[src/rtl/demo_bus_cfg.svh]
//**********************************************************
// Bus widths and device address map for the demo bus.
// Base and mask pairs must not leave gaps inside a region.
//**********************************************************

`ifndef DEMO_BUS_CFG_SVH
`define DEMO_BUS_CFG_SVH

// Bus widths in bits
`define DEMO_BUS_DW 32
`define DEMO_BUS_AW 32

// SRAM depth in words, must fill the SRAM region
`define DEMO_BUS_SRAM_WORDS 1024

// Device 0, 4 KiB SRAM
`define DEMO_BUS_SRAM_BASE 32'h0000_0000
`define DEMO_BUS_SRAM_MASK 32'hFFFF_F000

// Device 1, four timer registers
`define DEMO_BUS_TIMER_BASE 32'h0001_0000
`define DEMO_BUS_TIMER_MASK 32'hFFFF_FFF0

`endif

[src/rtl/demo_bus_pkg.sv]
//**********************************************************
// Shared types of the demo bus system
//**********************************************************

package demo_bus_pkg;

  // Copy engine FSM states
  typedef enum logic [2:0] {
    COPY_IDLE    = 3'd0,
    COPY_RD_REQ  = 3'd1,
    COPY_RD_WAIT = 3'd2,
    COPY_WR_REQ  = 3'd3,
    COPY_WR_WAIT = 3'd4,
    COPY_DONE    = 3'd5
  } copy_state_e;

  // Timer register word offsets, offset 3 is unused
  typedef enum logic [1:0] {
    TMR_CTRL    = 2'd0,
    TMR_COUNT   = 2'd1,
    TMR_COMPARE = 2'd2
  } timer_reg_e;

endpackage

[src/rtl/bus_if.sv]
//**********************************************************
// One bus channel. Responses come one cycle after gnt,
// one outstanding request per host, no back-pressure.
//**********************************************************

`include "demo_bus_cfg.svh"

interface bus_if;

  // Request side
  logic                        req;
  logic                        gnt;
  logic [`DEMO_BUS_AW-1:0]     addr;
  logic                        we;
  logic [`DEMO_BUS_DW/8-1:0]   be;
  logic [`DEMO_BUS_DW-1:0]     wdata;

  // Response side, valid for one cycle
  logic                        rvalid;
  logic [`DEMO_BUS_DW-1:0]     rdata;
  logic                        err;

  modport host (
    output req,
    output addr,
    output we,
    output be,
    output wdata,
    input  gnt,
    input  rvalid,
    input  rdata,
    input  err
  );

  modport device (
    input  req,
    input  addr,
    input  we,
    input  be,
    input  wdata,
    output gnt,
    output rvalid,
    output rdata,
    output err
  );

endinterface

[src/rtl/timer_dev.sv]
//**********************************************************
// Free-running timer, byte enables are ignored.
// irq is a level, cleared only by a write to CTRL.
//**********************************************************

`include "demo_bus_cfg.svh"

module timer_dev (
  input  logic  clk_i,
  input  logic  rst_ni,
  bus_if.device bus,
  output logic  irq_o
);

  demo_bus_pkg::timer_reg_e reg_sel;

  logic                    enable_q;
  logic [`DEMO_BUS_DW-1:0] count_q;
  logic [`DEMO_BUS_DW-1:0] compare_q;
  logic                    irq_q;
  logic                    rvalid_q;
  logic                    err_q;
  logic [`DEMO_BUS_DW-1:0] rdata_q;

  logic                    wr_ctrl;
  logic                    wr_count;
  logic                    wr_compare;
  logic                    bad_off;
  logic [`DEMO_BUS_DW-1:0] rd_val;

  assign reg_sel = demo_bus_pkg::timer_reg_e'(bus.addr[3:2]);

  always_comb begin
    wr_ctrl    = 1'b0;
    wr_count   = 1'b0;
    wr_compare = 1'b0;
    bad_off    = 1'b0;
    rd_val     = '0;
    case (reg_sel)
      demo_bus_pkg::TMR_CTRL: begin
        wr_ctrl = bus.req & bus.we;
        rd_val  = {{(`DEMO_BUS_DW-1){1'b0}}, enable_q};
      end
      demo_bus_pkg::TMR_COUNT: begin
        wr_count = bus.req & bus.we;
        rd_val   = count_q;
      end
      demo_bus_pkg::TMR_COMPARE: begin
        wr_compare = bus.req & bus.we;
        rd_val     = compare_q;
      end
      default: bad_off = 1'b1;
    endcase
  end

  always_ff @(posedge clk_i or negedge rst_ni) begin
    if (!rst_ni) begin
      enable_q  <= 1'b0;
      count_q   <= '0;
      compare_q <= '0;
      irq_q     <= 1'b0;
      rvalid_q  <= 1'b0;
      err_q     <= 1'b0;
    end else begin
      rvalid_q <= bus.req;
      err_q    <= bus.req & bad_off;
      if (wr_ctrl) begin
        enable_q <= bus.wdata[0];
      end
      // A COUNT write overrides the increment
      if (wr_count) begin
        count_q <= bus.wdata;
      end else if (enable_q) begin
        count_q <= count_q + 1'b1;
      end
      if (wr_compare) begin
        compare_q <= bus.wdata;
      end
      if (wr_ctrl) begin
        irq_q <= 1'b0;
      end else if (enable_q && (count_q == compare_q)) begin
        irq_q <= 1'b1;
      end
    end
  end

  always_ff @(posedge clk_i) begin
    if (bus.req) begin
      rdata_q <= rd_val;
    end
  end

  assign bus.gnt    = bus.req;
  assign bus.rvalid = rvalid_q;
  assign bus.rdata  = rdata_q;
  assign bus.err    = err_q;
  assign irq_o      = irq_q;

endmodule

[src/flat_wrapper.sv]
// flat-port wrapper written by rule: the top's interface ports become plain ports
module timer_dev_flat 
  (clk_i, rst_ni, irq_o, bus_req, bus_addr, bus_we, bus_be, bus_wdata, bus_gnt, bus_rvalid, bus_rdata, bus_err);
  bus_if bus_i ();
  input  logic clk_i;
  input  logic rst_ni;
  output logic irq_o;
  input wire logic [$bits(bus_i.req)-1:0] bus_req;
  input wire logic [$bits(bus_i.addr)-1:0] bus_addr;
  input wire logic [$bits(bus_i.we)-1:0] bus_we;
  input wire logic [$bits(bus_i.be)-1:0] bus_be;
  input wire logic [$bits(bus_i.wdata)-1:0] bus_wdata;
  output wire logic [$bits(bus_i.gnt)-1:0] bus_gnt;
  output wire logic [$bits(bus_i.rvalid)-1:0] bus_rvalid;
  output wire logic [$bits(bus_i.rdata)-1:0] bus_rdata;
  output wire logic [$bits(bus_i.err)-1:0] bus_err;
  assign bus_i.req = bus_req;
  assign bus_i.addr = bus_addr;
  assign bus_i.we = bus_we;
  assign bus_i.be = bus_be;
  assign bus_i.wdata = bus_wdata;
  assign bus_gnt = bus_i.gnt;
  assign bus_rvalid = bus_i.rvalid;
  assign bus_rdata = bus_i.rdata;
  assign bus_err = bus_i.err;
  timer_dev u_core (.clk_i(clk_i), .rst_ni(rst_ni), .bus(bus_i), .irq_o(irq_o));
endmodule
[config.mk]
export PLATFORM = sky130hd
export DESIGN_NAME = timer_dev_flat
export DESIGN_NICKNAME = d
export VERILOG_FILES = /design/src/rtl/demo_bus_pkg.sv /design/src/rtl/bus_if.sv /design/src/rtl/timer_dev.sv /design/src/flat_wrapper.sv
export VERILOG_INCLUDE_DIRS = /design/src /design/src/rtl
export SDC_FILE = /design/constraint.sdc
export NUM_CORES = 1
export LEC_CHECK = 0
export ABC_AREA = 1
export BUFFER_PORTS_ARGS = -buffer_cell sky130_fd_sc_hd__clkbuf_2
export CAP_MARGIN = 20
export CELL_PAD_IN_SITES_DETAIL_PLACEMENT = 1
export CELL_PAD_IN_SITES_GLOBAL_PLACEMENT = 1
export CORE_MARGIN = 5
export CORE_UTILIZATION = 30
export CTS_BUF_LIST = sky130_fd_sc_hd__clkbuf_4
export CTS_CLUSTER_DIAMETER = 40
export DETAILED_ROUTE_END_ITERATION = 8
export PLACE_DENSITY = 0.76
export SLEW_MARGIN = 20
export SYNTH_ARGS = -nofsm -noshare
export SYNTH_HDL_FRONTEND = slang
export SYNTH_SLANG_ARGS = --single-unit
[constraint.sdc]
create_clock -name clk_i -period 1.5 [get_ports clk_i]
set_input_delay 0.15 -clock clk_i [delete_from_list [all_inputs] [get_ports clk_i]]
set_output_delay 0.15 -clock clk_i [all_outputs]
set_load 0.01 [all_outputs]
==> metrics.md <==
| Metric | Value |
|---|---|
| Cell count after synthesis | 659 |
| Residual DRC | 0 |
| Psw | 4220 uW |
| Worst slack at placement | -0.0841 ns |
| Peak VDD IR | 553 uV |
| Post-synth EDFFs | 32 |
| Max-slew violations | 0 |
| RSZ-0062 raised after global routing | yes |
| Share of layout cells above drive strength 1 | 28.0% |
| Area occupied by multi-input gates | 2490 um^2 |
| Synth Area in Adders | 0.231% |
| Setup crit end | u_core.count_q[24] |
| Combinational family with the most area after synthesis | simple AND/OR/NAND/NOR gates |
| Clock skew | 0.0227 ns |
| Top-area cell type share of the netlist area | 31.4% |
| Clock Power Share | 12.9% |
| Maxcap violations | 0 |
| Register area | 2670 um^2 |
| DP HPWL | 12900 um |
| Worst Reg-to-Reg Cells | 9 |
| Slowest cell on the critical path | dfrtp_1 |
| Worst-skew pair later-pin latency | 0.51 ns |
| Post-synthesis mux area share | 0.831% |
| Status | complete, but fails checks |
| Arrival @ worst endpoint | 2.03 ns |
| RR Startpoint | u_core.count_q[0] |
| Synth top cells by count | 190 x nand2_1, 85 x inv_1, 68 x dfrtp_1 |
| #FFs+latches synth | 100 |
| Top-count cell post-synth | nand2_1 |
| Asr flop ratio synth | 68.0% |
| Tightest Pin Transition | 0.506 ns |
| RePlAce Congestion | 0.913 |
| H-tree level count | 3 |
| Area contributors post-synth | dfrtp_1 31%, edfxtp_1 18%, nand2_1 13% |
| Via density | 4.73 |
| Synth Area in Compound Gates | 11.1% |
| Largest net degree at the start of global routing | 36 |
| Critical Path End Type | flip-flop |
| DRT antenna net count | 0 |
| Failing checks | setup timing |
| TritonCTS clock tree | done |
| Sequential fraction of the synthesis area | 49.1% |
| DR vias | 4999 |
| Total CTS buffers | 9 |
| PortBufs | 73 |
| Row cnt | 49 |
| Fin crit period | 1.60 ns |
| DR WL/cell | 17.1 um |
| Worst Setup SP | u_core.count_q[0] |
| Critical-path cell list | ha_4, nand2_4, nor2_4, nand2_4, nor2_4, nand2_1, nand2_1, nand2_1, a21o_1 |
| Final design utilization | 40.2% |
| Mapped Area | 5420 um^2 |
| Fmax | 625 MHz |
| Yosys warns | 0 |
| # setup viols final | 13 |
| Mean Syn Cell Area | 8.22 um^2 |
| Die Ht | 144 um |
| CTS Buffer Depth | 2 |
| Leak | 0.00338 uW |
| WL final | 18000 um |
| Chip Width | 144 um |
| Vias in the first global route | 5094 |
| Post-Synth Simple-Gate Area | 24.2% |
| Yosys top cell by area | dfrtp_1 |
| Root Buffer | clkbuf_4 |
| Worst Setup Slack, final | -0.101 ns |
| Overflow after GRT | 0 |
| DR pass1 iterations | 4 |
| Post-synth cell types | 36 |
| Initial core utilization | 30.3% |
| Total Die Area | 20800 um^2 |
| Req. time, crit path | 1.93 ns |
| Reg2reg setup slack | -0.10 ns |
| Core area | 17900 um^2 |
| CTS clk-pin slew, worst paths | 0.17 ns |
| CP Launch Type | flip-flop |
| Sequential share of power | 42.9% |
| Rel. slew slack | 66.3% |
| Tcrit/Tclk final | 107% |
| Total track usage | 17.1% |
| Most used DFF post-synth | dfrtp_1 |
| Max incr delay on CP | 0.45 ns |
| Critical path's most frequent cell | nand2_1 |
| Reg-to-Reg End | u_core.count_q[24] |
| Worst Path Max Fanout | 7 |
| Total I/O pin count | 108 |
| PD cells | 1400 nW/um^2 |
| CP Class | flip-flop to flip-flop |
| XOR/XNOR Fraction of Synth Area | 5.66% |
| # clock sinks | 100 |
| Internal power | 5890 uW |
| Initial antenna violation count | 1 |
| Combinational share of power | 44.2% |
| Syn_nets | 732 |
| Sw Ratio | 41.7% |
| Final hold vios | 0 |
| First-pass GRT wire length | 27200 um |
| Fill cells | 2202 |
| Total Nets Final | 894 |
| Starting DRT DRC Count | 270 |
| Area Growth Syn to Fin | 32.8% |
| Worst Hold Class | input pin to async pin |
==> kinds of logic after synthesis <==
logic type      count (synthesis)
buf+inv                       111
simple gates                  305
flops                         100
mux                             4
fa+ha+maj                       1
xor+xnor                       35
compound gates                103
==> stage by stage <==
step	power, uW	cells	hold slack (ns)	instance area (um^2)	setup TNS, ns
after floorplan	6450	659	-0.146	5420	0
after global placement	7870	986	0.0671	6330	-0.0723
after detailed placement	8020	986	0.0747	6330	-0.590
after CTS	9540	1041	0.0364	6880	-0.0590
after global routing	10800	1056	0.0682	7190	-2.21
final	10100	1056	0.0571	7190	-0.585
==> routing by layer <==
layer  GRT usage (%)  part of all wire [%]  vias to the layer above
met1            21.7                    43                     2441
li1                -                     -                     2430
met5               0                     0                        -
met4            5.89                   2.3                        0
met2            29.7                    51                      100
met3            2.71                   3.9                       28
==> layout make-up <==
type | count | share of cell area, %
timing repair buffer | 170 | 17.8
clock buffer | 9 | 0.939
clock inverter | 7 | 0.470
multi-input combinational | 448 | 34.7
inverter | 92 | 4.96
tap | 229 | 3.98
sequential | 100 | 37.2
antenna | 1 | 0.0348
==> worst min path at each step <==
stage | startpoint | to | slack, ns
after global routing | rst_ni | u_core.bus.err | 0.07
after detailed placement | rst_ni | u_core.compare_q[6] | 0.07
after global placement | rst_ni | u_core.compare_q[6] | 0.07
after floorplan | rst_ni | u_core.bus.err | -0.15
after CTS | rst_ni | u_core.compare_q[6] | 0.04
final | rst_ni | u_core.compare_q[6] | 0.06
==> power by group through the flow <==
stage / logic [uW] / registers [uW] / clock network (uW)
6_report: 4470 / 4330 / 1300
3_3_place_gp: 3590 / 4280 / 0
2_1_floorplan: 2180 / 4280 / 0
3_5_place_dp: 3700 / 4320 / 0
5_1_grt: 4940 / 4420 / 1460
4_1_cts: 3920 / 4280 / 1340
==> cells in the final DEF, fill, tap and decap left out, types with 9 or more instances in the layout <==
| cell type | n |
|---|---|
| dfrtp_2 | 9 |
| nand2_2 | 20 |
| clkbuf_2 | 72 |
| dlygate4sd3_1 | 35 |
| edfxtp_1 | 32 |
| o21ai_0 | 45 |
| a21oi_1 | 15 |
| dfrtp_1 | 59 |
| o22ai_1 | 25 |
| nand3_1 | 32 |
| clkbuf_4 | 9 |
| nand2_1 | 169 |
| nor2_1 | 44 |
| buf_4 | 50 |
| nor2_4 | 14 |
| inv_1 | 81 |
| xor2_1 | 14 |
| xnor2_1 | 16 |
==> sequential cells by signal, indices dropped and copies added (netlist names) <==
name and count:
u_core.bus.rdata 32, u_core.compare_q 32, u_core.count_q 32, u_core.bus.err 1
u_core.bus.rvalid 1, u_core.enable_q 1, u_core.irq_o 1
==> timing repair <==
action,4_1_cts,5_1_grt
endpoints found under the hold margin,124,0
setup buffers,4,14
hold buffers,35,0
resized for setup,16,63
setup endpoints to repair,16,29
pin swaps,6,42
==> critical path: cells and delay by family (launching register included) <==
family | cells | cell delay [ns]
AO/OA/AOI/OAI | 1 | 0.14
adder cells (fa/ha/maj) | 1 | 0.17
flip-flops | 1 | 0.45
AND/OR/NAND/NOR | 7 | 0.77
Power figures use the tool's default switching activity.
