`config.mk`:
```
export PLATFORM = sky130hd
export DESIGN_NAME = copy_engine_flat
export DESIGN_NICKNAME = d
export VERILOG_FILES = /design/src/rtl/demo_bus_pkg.sv /design/src/rtl/bus_if.sv /design/src/rtl/copy_engine.sv /design/src/flat_wrapper.sv
export VERILOG_INCLUDE_DIRS = /design/src /design/src/rtl
export SDC_FILE = /design/constraint.sdc
export NUM_CORES = 1
export LEC_CHECK = 0
export BUFFER_PORTS_ARGS = -buffer_cell sky130_fd_sc_hd__clkbuf_2
export CAP_MARGIN = 40
export CELL_PAD_IN_SITES_DETAIL_PLACEMENT = 0
export CELL_PAD_IN_SITES_GLOBAL_PLACEMENT = 1
export CORE_MARGIN = 5
export CORE_UTILIZATION = 35
export DETAILED_ROUTE_END_ITERATION = 6
export PLACE_DENSITY_LB_ADDON = 0.1
export RECOVER_POWER = 100
export SLEW_MARGIN = 20
export SYNTH_ARGS = -nofsm -noshare
export SYNTH_HDL_FRONTEND = slang
export SYNTH_SLANG_ARGS = --single-unit
```
`constraint.sdc`:
```
create_clock -name clk_i -period 2.12 [get_ports clk_i]
set_clock_uncertainty 0.1 [all_clocks]
set_input_delay 0.424 -clock clk_i [delete_from_list [all_inputs] [get_ports clk_i]]
set_output_delay 0.424 -clock clk_i [all_outputs]
set_load 0.005 [all_outputs]
```
`src/rtl/demo_bus_cfg.svh`:
```
//**********************************************************
// Bus widths and device address map for the demo bus.
// Base and mask pairs must not leave gaps inside a region.
//**********************************************************

`ifndef DEMO_BUS_CFG_SVH
`define DEMO_BUS_CFG_SVH

// Bus widths in bits
`define DEMO_BUS_DW 32
`define DEMO_BUS_AW 32

// SRAM depth in words, must fill the SRAM region
`define DEMO_BUS_SRAM_WORDS 1024

// Device 0, 4 KiB SRAM
`define DEMO_BUS_SRAM_BASE 32'h0000_0000
`define DEMO_BUS_SRAM_MASK 32'hFFFF_F000

// Device 1, four timer registers
`define DEMO_BUS_TIMER_BASE 32'h0001_0000
`define DEMO_BUS_TIMER_MASK 32'hFFFF_FFF0

`endif

```
`src/rtl/demo_bus_pkg.sv`:
```
//**********************************************************
// Shared types of the demo bus system
//**********************************************************

package demo_bus_pkg;

  // Copy engine FSM states
  typedef enum logic [2:0] {
    COPY_IDLE    = 3'd0,
    COPY_RD_REQ  = 3'd1,
    COPY_RD_WAIT = 3'd2,
    COPY_WR_REQ  = 3'd3,
    COPY_WR_WAIT = 3'd4,
    COPY_DONE    = 3'd5
  } copy_state_e;

  // Timer register word offsets, offset 3 is unused
  typedef enum logic [1:0] {
    TMR_CTRL    = 2'd0,
    TMR_COUNT   = 2'd1,
    TMR_COMPARE = 2'd2
  } timer_reg_e;

endpackage

```
`src/rtl/bus_if.sv`:
```
//**********************************************************
// One bus channel. Responses come one cycle after gnt,
// one outstanding request per host, no back-pressure.
//**********************************************************

`include "demo_bus_cfg.svh"

interface bus_if;

  // Request side
  logic                        req;
  logic                        gnt;
  logic [`DEMO_BUS_AW-1:0]     addr;
  logic                        we;
  logic [`DEMO_BUS_DW/8-1:0]   be;
  logic [`DEMO_BUS_DW-1:0]     wdata;

  // Response side, valid for one cycle
  logic                        rvalid;
  logic [`DEMO_BUS_DW-1:0]     rdata;
  logic                        err;

  modport host (
    output req,
    output addr,
    output we,
    output be,
    output wdata,
    input  gnt,
    input  rvalid,
    input  rdata,
    input  err
  );

  modport device (
    input  req,
    input  addr,
    input  we,
    input  be,
    input  wdata,
    output gnt,
    output rvalid,
    output rdata,
    output err
  );

endinterface

```
`src/rtl/copy_engine.sv`:
```
//**********************************************************
// Word copy engine, one read then one write per word.
// Addresses must be word aligned, len_i counts words.
//**********************************************************

`include "demo_bus_cfg.svh"

module copy_engine (
  input  logic                    clk_i,
  input  logic                    rst_ni,
  input  logic                    start_i,
  input  logic [`DEMO_BUS_AW-1:0] src_addr_i,
  input  logic [`DEMO_BUS_AW-1:0] dst_addr_i,
  input  logic [15:0]             len_i,
  output logic                    busy_o,
  output logic                    done_o,
  output logic                    err_o,
  bus_if.host                     bus
);

  localparam int WordBytes = `DEMO_BUS_DW / 8;

  demo_bus_pkg::copy_state_e state_q;
  demo_bus_pkg::copy_state_e state_d;

  logic [`DEMO_BUS_AW-1:0] src_q;
  logic [`DEMO_BUS_AW-1:0] dst_q;
  logic [15:0]             remain_q;
  logic [`DEMO_BUS_DW-1:0] data_q;
  logic                    err_q;
  logic                    resp_wait;

  assign resp_wait = (state_q == demo_bus_pkg::COPY_RD_WAIT) ||
                     (state_q == demo_bus_pkg::COPY_WR_WAIT);

  always_comb begin
    state_d = state_q;
    case (state_q)
      demo_bus_pkg::COPY_IDLE: begin
        if (start_i) begin
          state_d = (len_i == '0) ? demo_bus_pkg::COPY_DONE : demo_bus_pkg::COPY_RD_REQ;
        end
      end
      demo_bus_pkg::COPY_RD_REQ: begin
        if (bus.gnt) state_d = demo_bus_pkg::COPY_RD_WAIT;
      end
      demo_bus_pkg::COPY_RD_WAIT: begin
        if (bus.rvalid) begin
          state_d = bus.err ? demo_bus_pkg::COPY_DONE : demo_bus_pkg::COPY_WR_REQ;
        end
      end
      demo_bus_pkg::COPY_WR_REQ: begin
        if (bus.gnt) state_d = demo_bus_pkg::COPY_WR_WAIT;
      end
      demo_bus_pkg::COPY_WR_WAIT: begin
        if (bus.rvalid) begin
          // Last word or a failed write ends the copy
          if (bus.err || (remain_q == 16'd1)) state_d = demo_bus_pkg::COPY_DONE;
          else state_d = demo_bus_pkg::COPY_RD_REQ;
        end
      end
      default: state_d = demo_bus_pkg::COPY_IDLE;
    endcase
  end

  always_ff @(posedge clk_i or negedge rst_ni) begin
    if (!rst_ni) begin
      state_q  <= demo_bus_pkg::COPY_IDLE;
      src_q    <= '0;
      dst_q    <= '0;
      remain_q <= '0;
      err_q    <= 1'b0;
    end else begin
      state_q <= state_d;
      if ((state_q == demo_bus_pkg::COPY_IDLE) && start_i) begin
        src_q    <= src_addr_i;
        dst_q    <= dst_addr_i;
        remain_q <= len_i;
        err_q    <= 1'b0;
      end
      if (resp_wait && bus.rvalid && bus.err) begin
        err_q <= 1'b1;
      end
      if ((state_q == demo_bus_pkg::COPY_WR_WAIT) && bus.rvalid && !bus.err) begin
        src_q    <= src_q + WordBytes;
        dst_q    <= dst_q + WordBytes;
        remain_q <= remain_q - 16'd1;
      end
    end
  end

  // Word in flight between the read and the write
  always_ff @(posedge clk_i) begin
    if ((state_q == demo_bus_pkg::COPY_RD_WAIT) && bus.rvalid) begin
      data_q <= bus.rdata;
    end
  end

  assign bus.req   = (state_q == demo_bus_pkg::COPY_RD_REQ) ||
                     (state_q == demo_bus_pkg::COPY_WR_REQ);
  assign bus.we    = (state_q == demo_bus_pkg::COPY_WR_REQ);
  assign bus.addr  = bus.we ? dst_q : src_q;
  assign bus.be    = '1;
  assign bus.wdata = data_q;

  assign busy_o = (state_q != demo_bus_pkg::COPY_IDLE);
  assign done_o = (state_q == demo_bus_pkg::COPY_DONE);
  assign err_o  = err_q;

  // A request that lost arbitration is held unchanged
  a_req_hold: assert property (@(posedge clk_i) disable iff (!rst_ni)
    bus.req && !bus.gnt |=> bus.req && $stable(bus.addr) && $stable(bus.we));

endmodule

```
`src/flat_wrapper.sv`:
```
// flat-port wrapper written by rule: the top's interface ports become plain ports
module copy_engine_flat 
  (clk_i, rst_ni, start_i, src_addr_i, dst_addr_i, len_i, busy_o, done_o, err_o, bus_req, bus_addr, bus_we, bus_be, bus_wdata, bus_gnt, bus_rvalid, bus_rdata, bus_err);
  bus_if bus_i ();
  input  logic clk_i;
  input  logic rst_ni;
  input  logic start_i;
  input  logic [`DEMO_BUS_AW-1:0] src_addr_i;
  input  logic [`DEMO_BUS_AW-1:0] dst_addr_i;
  input  logic [15:0] len_i;
  output logic busy_o;
  output logic done_o;
  output logic err_o;
  output wire logic [$bits(bus_i.req)-1:0] bus_req;
  output wire logic [$bits(bus_i.addr)-1:0] bus_addr;
  output wire logic [$bits(bus_i.we)-1:0] bus_we;
  output wire logic [$bits(bus_i.be)-1:0] bus_be;
  output wire logic [$bits(bus_i.wdata)-1:0] bus_wdata;
  input wire logic [$bits(bus_i.gnt)-1:0] bus_gnt;
  input wire logic [$bits(bus_i.rvalid)-1:0] bus_rvalid;
  input wire logic [$bits(bus_i.rdata)-1:0] bus_rdata;
  input wire logic [$bits(bus_i.err)-1:0] bus_err;
  assign bus_req = bus_i.req;
  assign bus_addr = bus_i.addr;
  assign bus_we = bus_i.we;
  assign bus_be = bus_i.be;
  assign bus_wdata = bus_i.wdata;
  assign bus_i.gnt = bus_gnt;
  assign bus_i.rvalid = bus_rvalid;
  assign bus_i.rdata = bus_rdata;
  assign bus_i.err = bus_err;
  copy_engine u_core (.clk_i(clk_i), .rst_ni(rst_ni), .start_i(start_i), .src_addr_i(src_addr_i), .dst_addr_i(dst_addr_i), .len_i(len_i), .busy_o(busy_o), .done_o(done_o), .err_o(err_o), .bus(bus_i));
endmodule
```
==> results of run 1 <==
## power groups by stage
stage          clock [µW]  combinational, µW  sequential (µW)
2_1_floorplan           0               2560             3890
3_3_place_gp            0               4550             3980
3_5_place_dp            0               4650             4010
4_1_cts              3000               4870             3960
5_1_grt              3130               5390             4130
6_report             2940               4840             3990
## per-stage QoR
stage | instances | utilization [%] | setup WS [ps]
floorplan | 651 | - | 17.6
global placement | 1096 | 44.8 | -100
detailed placement | 1096 | 44.8 | -55.0
CTS | 1136 | 48.8 | -147
global route | 1143 | 49.1 | -193
finish | 1143 | 49.1 | -136
## worst reg2reg max path, cell delays in order, from the launching register on
cell and delay, ps:
dfrtp_1 380, clkbuf_1 160, or3_4 440, nor2_4 180, buf_2 400, nor3_1 100, a221o_1 270
## repair_timing
item,4_1_cts,5_1_grt
gates resized for setup,13,26
cloned,1,0
endpoints found under the hold margin,20,0
endpoints found under the setup margin,36,72
setup buffers,6,7
hold buffers,1,0
pin swaps,1,5
## synth_stat cells, types with 2 or more instances
master | count | area share [%]
or2_2 | 3 | 0.29
a22oi_1 | 12 | 1.4
ha_1 | 4 | 0.78
or3_1 | 8 | 0.78
and3_1 | 9 | 0.88
a21o_1 | 7 | 0.82
and4_1 | 6 | 0.82
a221o_1 | 10 | 1.6
nand3b_1 | 2 | 0.23
o211ai_1 | 32 | 3.8
o21ai_0 | 27 | 2.1
or2_1 | 3 | 0.29
nand4_1 | 22 | 2.2
nor3_1 | 12 | 0.94
clkbuf_1 | 23 | 1.4
a32oi_1 | 2 | 0.27
mux2i_1 | 5 | 0.78
nor4_1 | 13 | 1.3
o311ai_0 | 21 | 2.9
nand4b_1 | 3 | 0.41
dfrtp_1 | 84 | 33
a31oi_1 | 2 | 0.20
nor2b_1 | 2 | 0.20
nand2b_1 | 4 | 0.39
nor4_2 | 3 | 0.59
o311ai_1 | 3 | 0.41
a21oi_1 | 15 | 1.2
buf_4 | 6 | 0.70
a31o_2 | 4 | 0.55
inv_1 | 13 | 0.76
o221ai_1 | 2 | 0.27
nor4_4 | 2 | 0.67
or4_1 | 6 | 0.70
mux2_2 | 30 | 5.3
nor2_1 | 20 | 1.2
buf_2 | 14 | 1.1
nand3_1 | 48 | 3.8
buf_6 | 2 | 0.35
nand2_1 | 110 | 6.5
edfxtp_1 | 32 | 15
## sequential cells by signal (all words and copies together), names as in the netlist
name / cells
u_core.bus.wdata: 32
u_core.remain_q: 16
u_core.src_q: 32
u_core.err_o: 1
u_core.state_q: 3
u_core.dst_q: 32
## area by class of cell
class / instances / area, µm² / area share [%]
clock buffers: 18 / 429 / 4.86
inverters: 13 / 48.8 / 0.553
repair buffers: 276 / 1640 / 18.5
flip-flops and latches: 116 / 3060 / 34.7
clock inverters: 14 / 165 / 1.87
multi-input cells: 477 / 3200 / 36.2
well taps: 229 / 287 / 3.25
## layer usage
| metal | global-route usage [%] | up-vias |
|---|---|---|
| met5 | 0 | - |
| met4 | 5.92 | 0 |
| met3 | 4.80 | 18 |
| met2 | 33.7 | 193 |
| met1 | 27.3 | 3040 |
| li1 | - | 2997 |
## how the worst max path moves through the flow
stage	to	slack [ps]
after global routing	bus_addr[25]	-190
after floorplan	bus_addr[10]	20
after CTS	bus_addr[24]	-150
after global placement	u_core.src_q[30]	-100
after detailed placement	u_core.src_q[30]	-50
final	bus_addr[24]	-140
## kinds of logic (layout without fill, tap and decap cells)
logic type | after synthesis | after routing | share of synthesized area, %
AND/OR/NAND/NOR | 288 | 288 | 24.2
AO/OA/AOI/OAI | 146 | 146 | 16.8
flip-flops | 116 | 116 | 47.9
buffers and inverters | 58 | 321 | 4.27
multiplexers | 35 | 35 | 6.07
adder cells (fa/ha/maj) | 4 | 4 | 0.783
other | 1 | 4 | 0.0587
==> results.yml, run 1 <==
outcome:
  outcome: "finished with violations"
  violations: "negative setup slack"
yosys:
  synth_seq_cells: 116
  synth_area_mm2: 0.00639
  syn_inst: 648
  yosysWarnings: 0
  synthArstFlopShare_pct: 72.4
  synth_area_per_cell_um2: 9.86
  synth_ff_type: "dfrtp_1"
  synth.distinct_cells: 62
  synth-edff-count: 32
  yosysSeqAreaShare_pct: 47.9
placed_design:
  placed_area_mm2: 0.00805
  port-buffer-count: 186
  routabilityCongestion: 0.871
  dpl.hpwl_mm: 16.0
sta:
  fin_hold_ws_ps: 69.1
  layout_setup_ws_ps: -136
  tightestPinTransition_ps: 678
  setup_viol: 47
  rsz0062_at_grt: "yes"
  fin_crit_ps: 2260
  timing.fmax_mhz: 443
  timing.final.hold_violations: 0
  timing.setup.tns_ps: -3670
  relSlewSlack_pct: 54.8
  finalCritPeriodShare_pct: 106
  slew_violations: 0
worst_hold_path:
  holdPathStages: 1
  hold_end: "u_core.bus.wdata[29]"
  min_path_type: "input port to flop"
  min_from: "bus_rdata[29]"
worst_setup_path:
  startpoint: "u_core.state_q[0]"
  path_class: "flop to primary output"
  cp_num_cells: 5
  crit_path_top_delay_cell: "dfrtp_1"
  r2r_setup_slack_ps: -40
  critical_path.top_delay_family: "buffers and inverters"
  required_ps: 1600
  cp_max_fo: 17
  max_stage_delay_ps: 390
  rr_startpoint: "u_core.state_q[1]"
  critPathCaptureType: "primary output"
  worstSetupStartpointType: "flop"
  r2r-end: "u_core.src_q[27]"
  crit_arrival_ps: 1730
  cp.buffers_inverters: 3
  rr_worst_depth: 6
  worstPathCellList: "buf_6, nand2_8, buf_12, mux2_2, clkbuf_2"
power:
  total_power_uw: 11800
  combinationalPowerShare_pct: 41.1
  ir_worst_vdd_v: 0.000759
  power_density_mw_per_mm2: 1330
  p_sw_uw: 4480
  p_leak_uw: 0.00394
  power_frac_seq_pct: 33.9
  p_clk_share_pct: 25.0
  p_int_uw: 7280
  p_sw_share_pct: 38.1
floorplan:
  ioPinCount: 191
  die_y_um: 145
  dieArea_mm2: 0.0211
  rows: 49
  fp.dieW_um: 145
  start_util_pct: 35.6
  core_mm2: 0.0180
clock_network:
  htreeDepth: 4
  tritoncts: "yes"
  cts-root-buf: "clkbuf_16"
  clk_path_buf_depth: 2
  clock-sinks: 116
  clk_pin_slew_worst_paths_ps: 60
  numCtsBuffers: 17
  insertion_delay_ps: 420
global_route:
  grt_max_degree: 43
  grt_pass1_vias: 6470
  grt_overflow: 0
  antenna_found_initial: 0
  grt_use_total_pct: 20.6
  grt_first_pass_wirelength_mm: 35.3
cells_and_area:
  fill_cells: 1745
  mostFrequentLayoutCells: "170 x clkbuf_2, 106 x nand2_1, 84 x dfrtp_1, 70 x buf_4, 47 x nand3_1"
  diodes: 0
  drive_gt1_share_pct: 38.7
  final_area_mm2: 0.00883
  nNetsFinal: 1023
  final_common_cell: "clkbuf_2"
  areaGrowthSynthToFinish_pct: 38.1
detailed_routing:
  drt-met1-wl_mm: 9.65
  dr_wl_met2_mm: 10.6
  initialDrtViolationCount: 476
  drc: 0
  routed_wl_mm: 21.7
  wire_per_inst_um: 19.0
  vias: 6248
  first_pass_iters: 6
  routed_via_density: 5.47
  postRouteAntennaNets: 0
  route.met3.wl_mm: 1.19
  highest_layer: "met4"
run:
  maxCapViolations: 0
Note: power is estimated with default switching activity, not from simulation.
==> run 2: changes to the inputs <==
--- a/config.mk
+++ b/config.mk
@@ -11,7 +11,7 @@
 export CELL_PAD_IN_SITES_DETAIL_PLACEMENT = 0
 export CELL_PAD_IN_SITES_GLOBAL_PLACEMENT = 1
 export CORE_MARGIN = 5
-export CORE_UTILIZATION = 35
+export CORE_UTILIZATION = 42
 export DETAILED_ROUTE_END_ITERATION = 6
 export PLACE_DENSITY_LB_ADDON = 0.1
 export RECOVER_POWER = 100
==> constraint.sdc (replaced) <==
create_clock -name clk_i -period 2.6 [get_ports clk_i]
set_clock_uncertainty 0.1 [all_clocks]
set_input_delay 0.52 -clock clk_i [delete_from_list [all_inputs] [get_ports clk_i]]
set_output_delay 0.52 -clock clk_i [all_outputs]
set_load 0.005 [all_outputs]
==> results.yml, run 2 (same netlist as run 1, synthesis figures left out) <==
outcome:
  outcome: "finished, final reports clean"
detailed_routing:
  wire_per_inst_um: 19.6
  vias: 6018
  postRouteAntennaNets: 0
  routed_wl_mm: 20.2
  routed_via_density: 5.82
  first_pass_iters: 5
  initialDrtViolationCount: 636
  drc: 0
cells_and_area:
  diodes: 0
  areaGrowthSynthToFinish_pct: 27.4
  final_common_cell: "clkbuf_2"
  drive_gt1_share_pct: 30.6
  regArea_mm2: 0.00307
  final_area_mm2: 0.00814
  nNetsFinal: 955
  multiInputGateArea_mm2: 0.00308
  mostFrequentLayoutCells: "157 x clkbuf_2, 109 x nand2_1, 82 x dfrtp_1, 48 x nand3_1"
  fill_cells: 1423
worst_setup_path:
  path_class: "flop to primary output"
  crit_path_top_delay_cell: "dfrtp_2"
  required_ps: 1980
  r2r-end: "u_core.dst_q[26]"
  worstSetupStartpointType: "flop"
  critPathCaptureType: "primary output"
  cp.buffers_inverters: 2
  r2r_setup_slack_ps: 200
  cp_max_fo: 11
  rr_worst_depth: 6
  rr_startpoint: "u_core.state_q[0]"
  max_stage_delay_ps: 470
  crit_arrival_ps: 1890
  worstPathCellList: "nor2b_4, nand2_4, buf_6, mux2_2, clkbuf_2"
  critical_path.top_delay_family: "flip-flops"
clock_network:
  insertion_delay_ps: 410
  clk_pin_slew_worst_paths_ps: 60
  clock-sinks: 116
  htreeDepth: 4
  numCtsBuffers: 17
  tritoncts: "yes"
  cts-root-buf: "clkbuf_16"
  clk_path_buf_depth: 2
  post_cts_buffers: 0
floorplan:
  core_mm2: 0.0151
  dieArea_mm2: 0.0178
  start_util_pct: 42.4
  fp.dieW_um: 133
  ioPinCount: 191
  die_y_um: 133
  rows: 45
power:
  power_frac_seq_pct: 38.7
  power_density_mw_per_mm2: 1100
  ir_worst_vdd_v: 0.000888
  total_power_uw: 9000
  p_sw_share_pct: 37.6
  p_sw_uw: 3380
  p_leak_uw: 0.00351
  p_clk_share_pct: 27.2
  p_int_uw: 5610
  combinationalPowerShare_pct: 34.1
worst_hold_path:
  min_path_type: "input port to flop"
  hold_end: "u_core.bus.wdata[7]"
  holdPathStages: 1
  min_from: "bus_rdata[7]"
sta:
  rsz0062_at_grt: "no"
  tightestPinTransition_ps: 1110
  fin_crit_ps: 2510
  timing.setup.tns_ps: 0
  slew_violations: 0
  relSlewSlack_pct: 26.2
  timing.fmax_mhz: 399
  timing.final.hold_violations: 0
  setup_viol: 0
  finalCritPeriodShare_pct: 96.4
global_route:
  grt_overflow: 0
  antenna_found_initial: 0
  grt_max_degree: 82
  grt_pass1_vias: 5958
  grt_use_total_pct: 22.1
  grt_first_pass_wirelength_mm: 31.5
run:
  maxCapViolations: 0
placed_design:
  routabilityCongestion: 0.803
  dpl.hpwl_mm: 14.0
  port-buffer-count: 186
  placed_area_mm2: 0.00756
[run 2: cell count changes in the layout (fill, tap and decap cells not counted), sizes merged]
cell and change:
dlygate4sd3 -1, buf -59, inv -8, clkinvlp +5, clkbuf -8, clkinv +1
bufinv +2
[run 2: worst max-delay path by stage]
stage	start	end	depth (start not counted)
detailed placement	bus_err	u_core.src_q[28]	8
global route	u_core.state_q[1]	bus_addr[24]	5
CTS	u_core.state_q[1]	bus_addr[2]	5
floorplan	u_core.state_q[1]	bus_addr[10]	5
finish	u_core.state_q[1]	bus_addr[5]	5
global placement	u_core.src_q[4]	u_core.src_q[27]	5
[run 2: area by class of cell]
type	count	area share [%]
clock buffer	18	5.27
clock inverter	14	2.29
inverter	13	0.599
multi-input combinational	477	37.8
sequential	116	37.6
tap	188	2.89
timing repair buffer	208	13.5
[run 2: per-layer routing]
| layer | part of all wire (%) | up-vias | global-route usage (%) |
|---|---|---|---|
| met3 | 6.4 | 25 | 5.06 |
| met1 | 44 | 2905 | 29.9 |
| li1 | - | 2846 | - |
| met5 | 0 | - | 0 |
| met2 | 48 | 242 | 36.3 |
| met4 | 1.4 | 0 | 5.31 |
[run 2: power groups by stage]
stage | Sequential, µW | Clock, µW | Combinational [µW]
final | 3480 | 2450 | 3070
after floorplan | 3170 | 0 | 2090
after detailed placement | 3460 | 0 | 3090
after CTS | 3440 | 2490 | 3110
after global routing | 3600 | 2580 | 3450
after global placement | 3440 | 0 | 3010
[run 2: metrics by stage]
step,utilization [%],hold slack [ps],instances,worst slack [ps]
global placement,50.1,353,1000,335
floorplan,-,124,651,402
global route,54.0,160,1034,12.2
detailed placement,50.1,359,1000,291
CTS,54.2,15.3,1032,-3.65
finish,54.0,179,1034,94.1
[run 2: repair_timing]
| item | CTS | global route |
|---|---|---|
| gates resized for setup | 1 | 5 |
| endpoints found under the setup margin | 31 | 30 |
| hold buffers | 0 | 0 |
| gates cloned | 0 | 2 |
==> run 3: changes to the inputs <==
--- a/config.mk
+++ b/config.mk
@@ -10,12 +10,12 @@
 export CAP_MARGIN = 40
 export CELL_PAD_IN_SITES_DETAIL_PLACEMENT = 0
 export CELL_PAD_IN_SITES_GLOBAL_PLACEMENT = 1
+export CORE_ASPECT_RATIO = 0.6
 export CORE_MARGIN = 5
 export CORE_UTILIZATION = 42
 export DETAILED_ROUTE_END_ITERATION = 6
 export PLACE_DENSITY_LB_ADDON = 0.1
 export RECOVER_POWER = 100
-export SLEW_MARGIN = 20
 export SYNTH_ARGS = -nofsm -noshare
 export SYNTH_HDL_FRONTEND = slang
 export SYNTH_SLANG_ARGS = --single-unit
==> results.yml, run 3 (same netlist as run 1, synthesis figures left out) <==
clock_network:
  clk_path_buf_depth: 2
  tritoncts: "yes"
  numCtsBuffers: 17
  htreeDepth: 4
  insertion_delay_ps: 410
  clk_pin_slew_worst_paths_ps: 60
  cts-root-buf: "clkbuf_16"
  clock-sinks: 116
worst_setup_path:
  cp_max_fo: 18
  rr_worst_depth: 7
  critPathCaptureType: "primary output"
  path_class: "flop to primary output"
  rr_startpoint: "u_core.state_q[1]"
  worstSetupStartpointType: "flop"
  r2r_setup_slack_ps: 210
  required_ps: 1980
  crit_arrival_ps: 1860
  crit_path_top_delay_cell: "dfrtp_1"
  worstPathCellList: "nor2b_2, nand2_4, buf_12, mux2_1, clkbuf_2"
  crit_end: "bus_addr[3]"
  max_stage_delay_ps: 410
  startpoint: "u_core.state_q[2]"
  r2r-end: "u_core.remain_q[10]"
placed_design:
  dpl.hpwl_mm: 15.0
  port-buffer-count: 186
  placed_area_mm2: 0.00760
  place_inst: 1016
  routabilityCongestion: 0.848
cells_and_area:
  multiInputGateArea_mm2: 0.00307
  areaGrowthSynthToFinish_pct: 26.8
  diodes: 0
  mostFrequentLayoutCells: "157 x clkbuf_2, 109 x nand2_1, 83 x dfrtp_1, 48 x nand3_1, 38 x clkbuf_1"
  drive_gt1_share_pct: 30.2
  instances_no_fill: 1051
  final_area_mm2: 0.00810
  final_common_cell: "clkbuf_2"
  nNetsFinal: 962
  regArea_mm2: 0.00306
  fill_cells: 1405
floorplan:
  fp.dieW_um: 169
  core_mm2: 0.0147
  start_util_pct: 43.4
  dieArea_mm2: 0.0179
  rows: 34
  die_y_um: 106
  ioPinCount: 191
detailed_routing:
  vias: 6087
  initialDrtViolationCount: 541
  postRouteAntennaNets: 0
  wire_per_inst_um: 19.4
  routed_wl_mm: 20.4
  routed_via_density: 5.79
  drc: 0
  first_pass_iters: 5
sta:
  relSlewSlack_pct: 36.8
  rsz0062_at_grt: "no"
  timing.setup.tns_ps: 0
  timing.final.hold_violations: 0
  finalCritPeriodShare_pct: 95.5
  tightestPinTransition_ps: 949
  timing.fmax_mhz: 403
  setup_viol: 0
  fin_crit_ps: 2480
  slew_violations: 0
power:
  p_clk_share_pct: 24.8
  p_leak_uw: 0.00350
  p_sw_share_pct: 39.3
  combinationalPowerShare_pct: 35.8
  p_int_uw: 5300
  power_density_mw_per_mm2: 1080
  power_frac_seq_pct: 39.4
  ir_worst_vdd_v: 0.000551
  p_sw_uw: 3430
global_route:
  grt_pass1_vias: 6031
  grt_max_degree: 40
  grt_overflow: 0
  grt_first_pass_wirelength_mm: 32.8
  grt_use_total_pct: 23.0
  antenna_found_initial: 0
run:
  maxCapViolations: 0
worst_hold_path:
  min_path_type: "input port to flop"
outcome:
  outcome: "finished, final reports clean"
-- run 3: changes by cell type in the layout (fill, tap and decap cells not counted), moves of 3 or more --
cell / previous run / this run
buf_4: 12 / 15
bufinv_16: 4 / 1
clkbuf_1: 31 / 38
clkinv_2: 0 / 5
-- run 3: power by group through the flow --
stage / sequential [µW] / combinational (µW) / clock, µW
floorplan: 3170 / 2090 / 0
global placement: 3410 / 3060 / 0
detailed placement: 3440 / 3140 / 0
CTS: 3410 / 3240 / 2210
global route: 3550 / 3470 / 2310
finish: 3440 / 3120 / 2170
-- run 3: metrics by stage --
stage	hold slack (ps)	worst slack, ps	utilization [%]	total power (µW)
2_1_floorplan	124	402	-	5260
4_1_cts	167	34.5	55.7	8850
3_5_place_dp	372	184	51.6	6590
5_1_grt	167	49.7	55.0	9330
6_report	184	118	55.0	8720
3_3_place_gp	353	222	51.6	6470
-- run 3: layout make-up --
cell class,instances,share of cell area [%]
Clock inverter,14,1.42
Sequential cell,116,37.8
Timing Repair Buffer,215,13.9
Tap cell,198,3.06
Multi-Input combinational cell,477,37.9
Clock buffer,18,5.30
Inverter,13,0.602
-- run 3: worst min path at each step --
stage | end | slack, ps | depth (start not counted) | startpoint
floorplan | u_core.dst_q[0] | 120 | 0 | rst_ni
global placement | u_core.src_q[0] | 350 | 2 | u_core.src_q[0]
finish | u_core.bus.wdata[1] | 180 | 1 | bus_rdata[1]
global route | u_core.bus.wdata[20] | 170 | 1 | bus_rdata[20]
detailed placement | u_core.dst_q[0] | 370 | 2 | u_core.dst_q[0]
CTS | u_core.bus.wdata[9] | 170 | 1 | bus_rdata[9]
-- run 3: worst max-delay path: cells and delay by family (launching register included) --
kind | cells | cell delay [ps]
and+or+nand+nor | 2 | 350
buffers and inverters | 2 | 310
muxes | 1 | 370
DFF | 1 | 410
-- run 3: routing by layer --
layer / global-route usage (%) / part of all wire (%) / up-vias / wire, µm
met5: 0 / 0 / - / 0
met3: 5.50 / 8.7 / 17 / 1770
met2: 32.1 / 42 / 262 / 8560
li1: - / - / 2872 / -
met4: 5.34 / 0.79 / 0 / 161
met1: 35.8 / 49 / 2936 / 9940
-- run 3: what timing repair did --
action | 4_1_cts | 5_1_grt
setup endpoints to repair | 31 | 7
endpoints found under the hold margin | 33 | 0
buffers inserted | 1 | 0
cloned | 1 | 0
hold buffers | 1 | 0
gates resized for setup | 4 | 1
pin swaps | 0 | 0
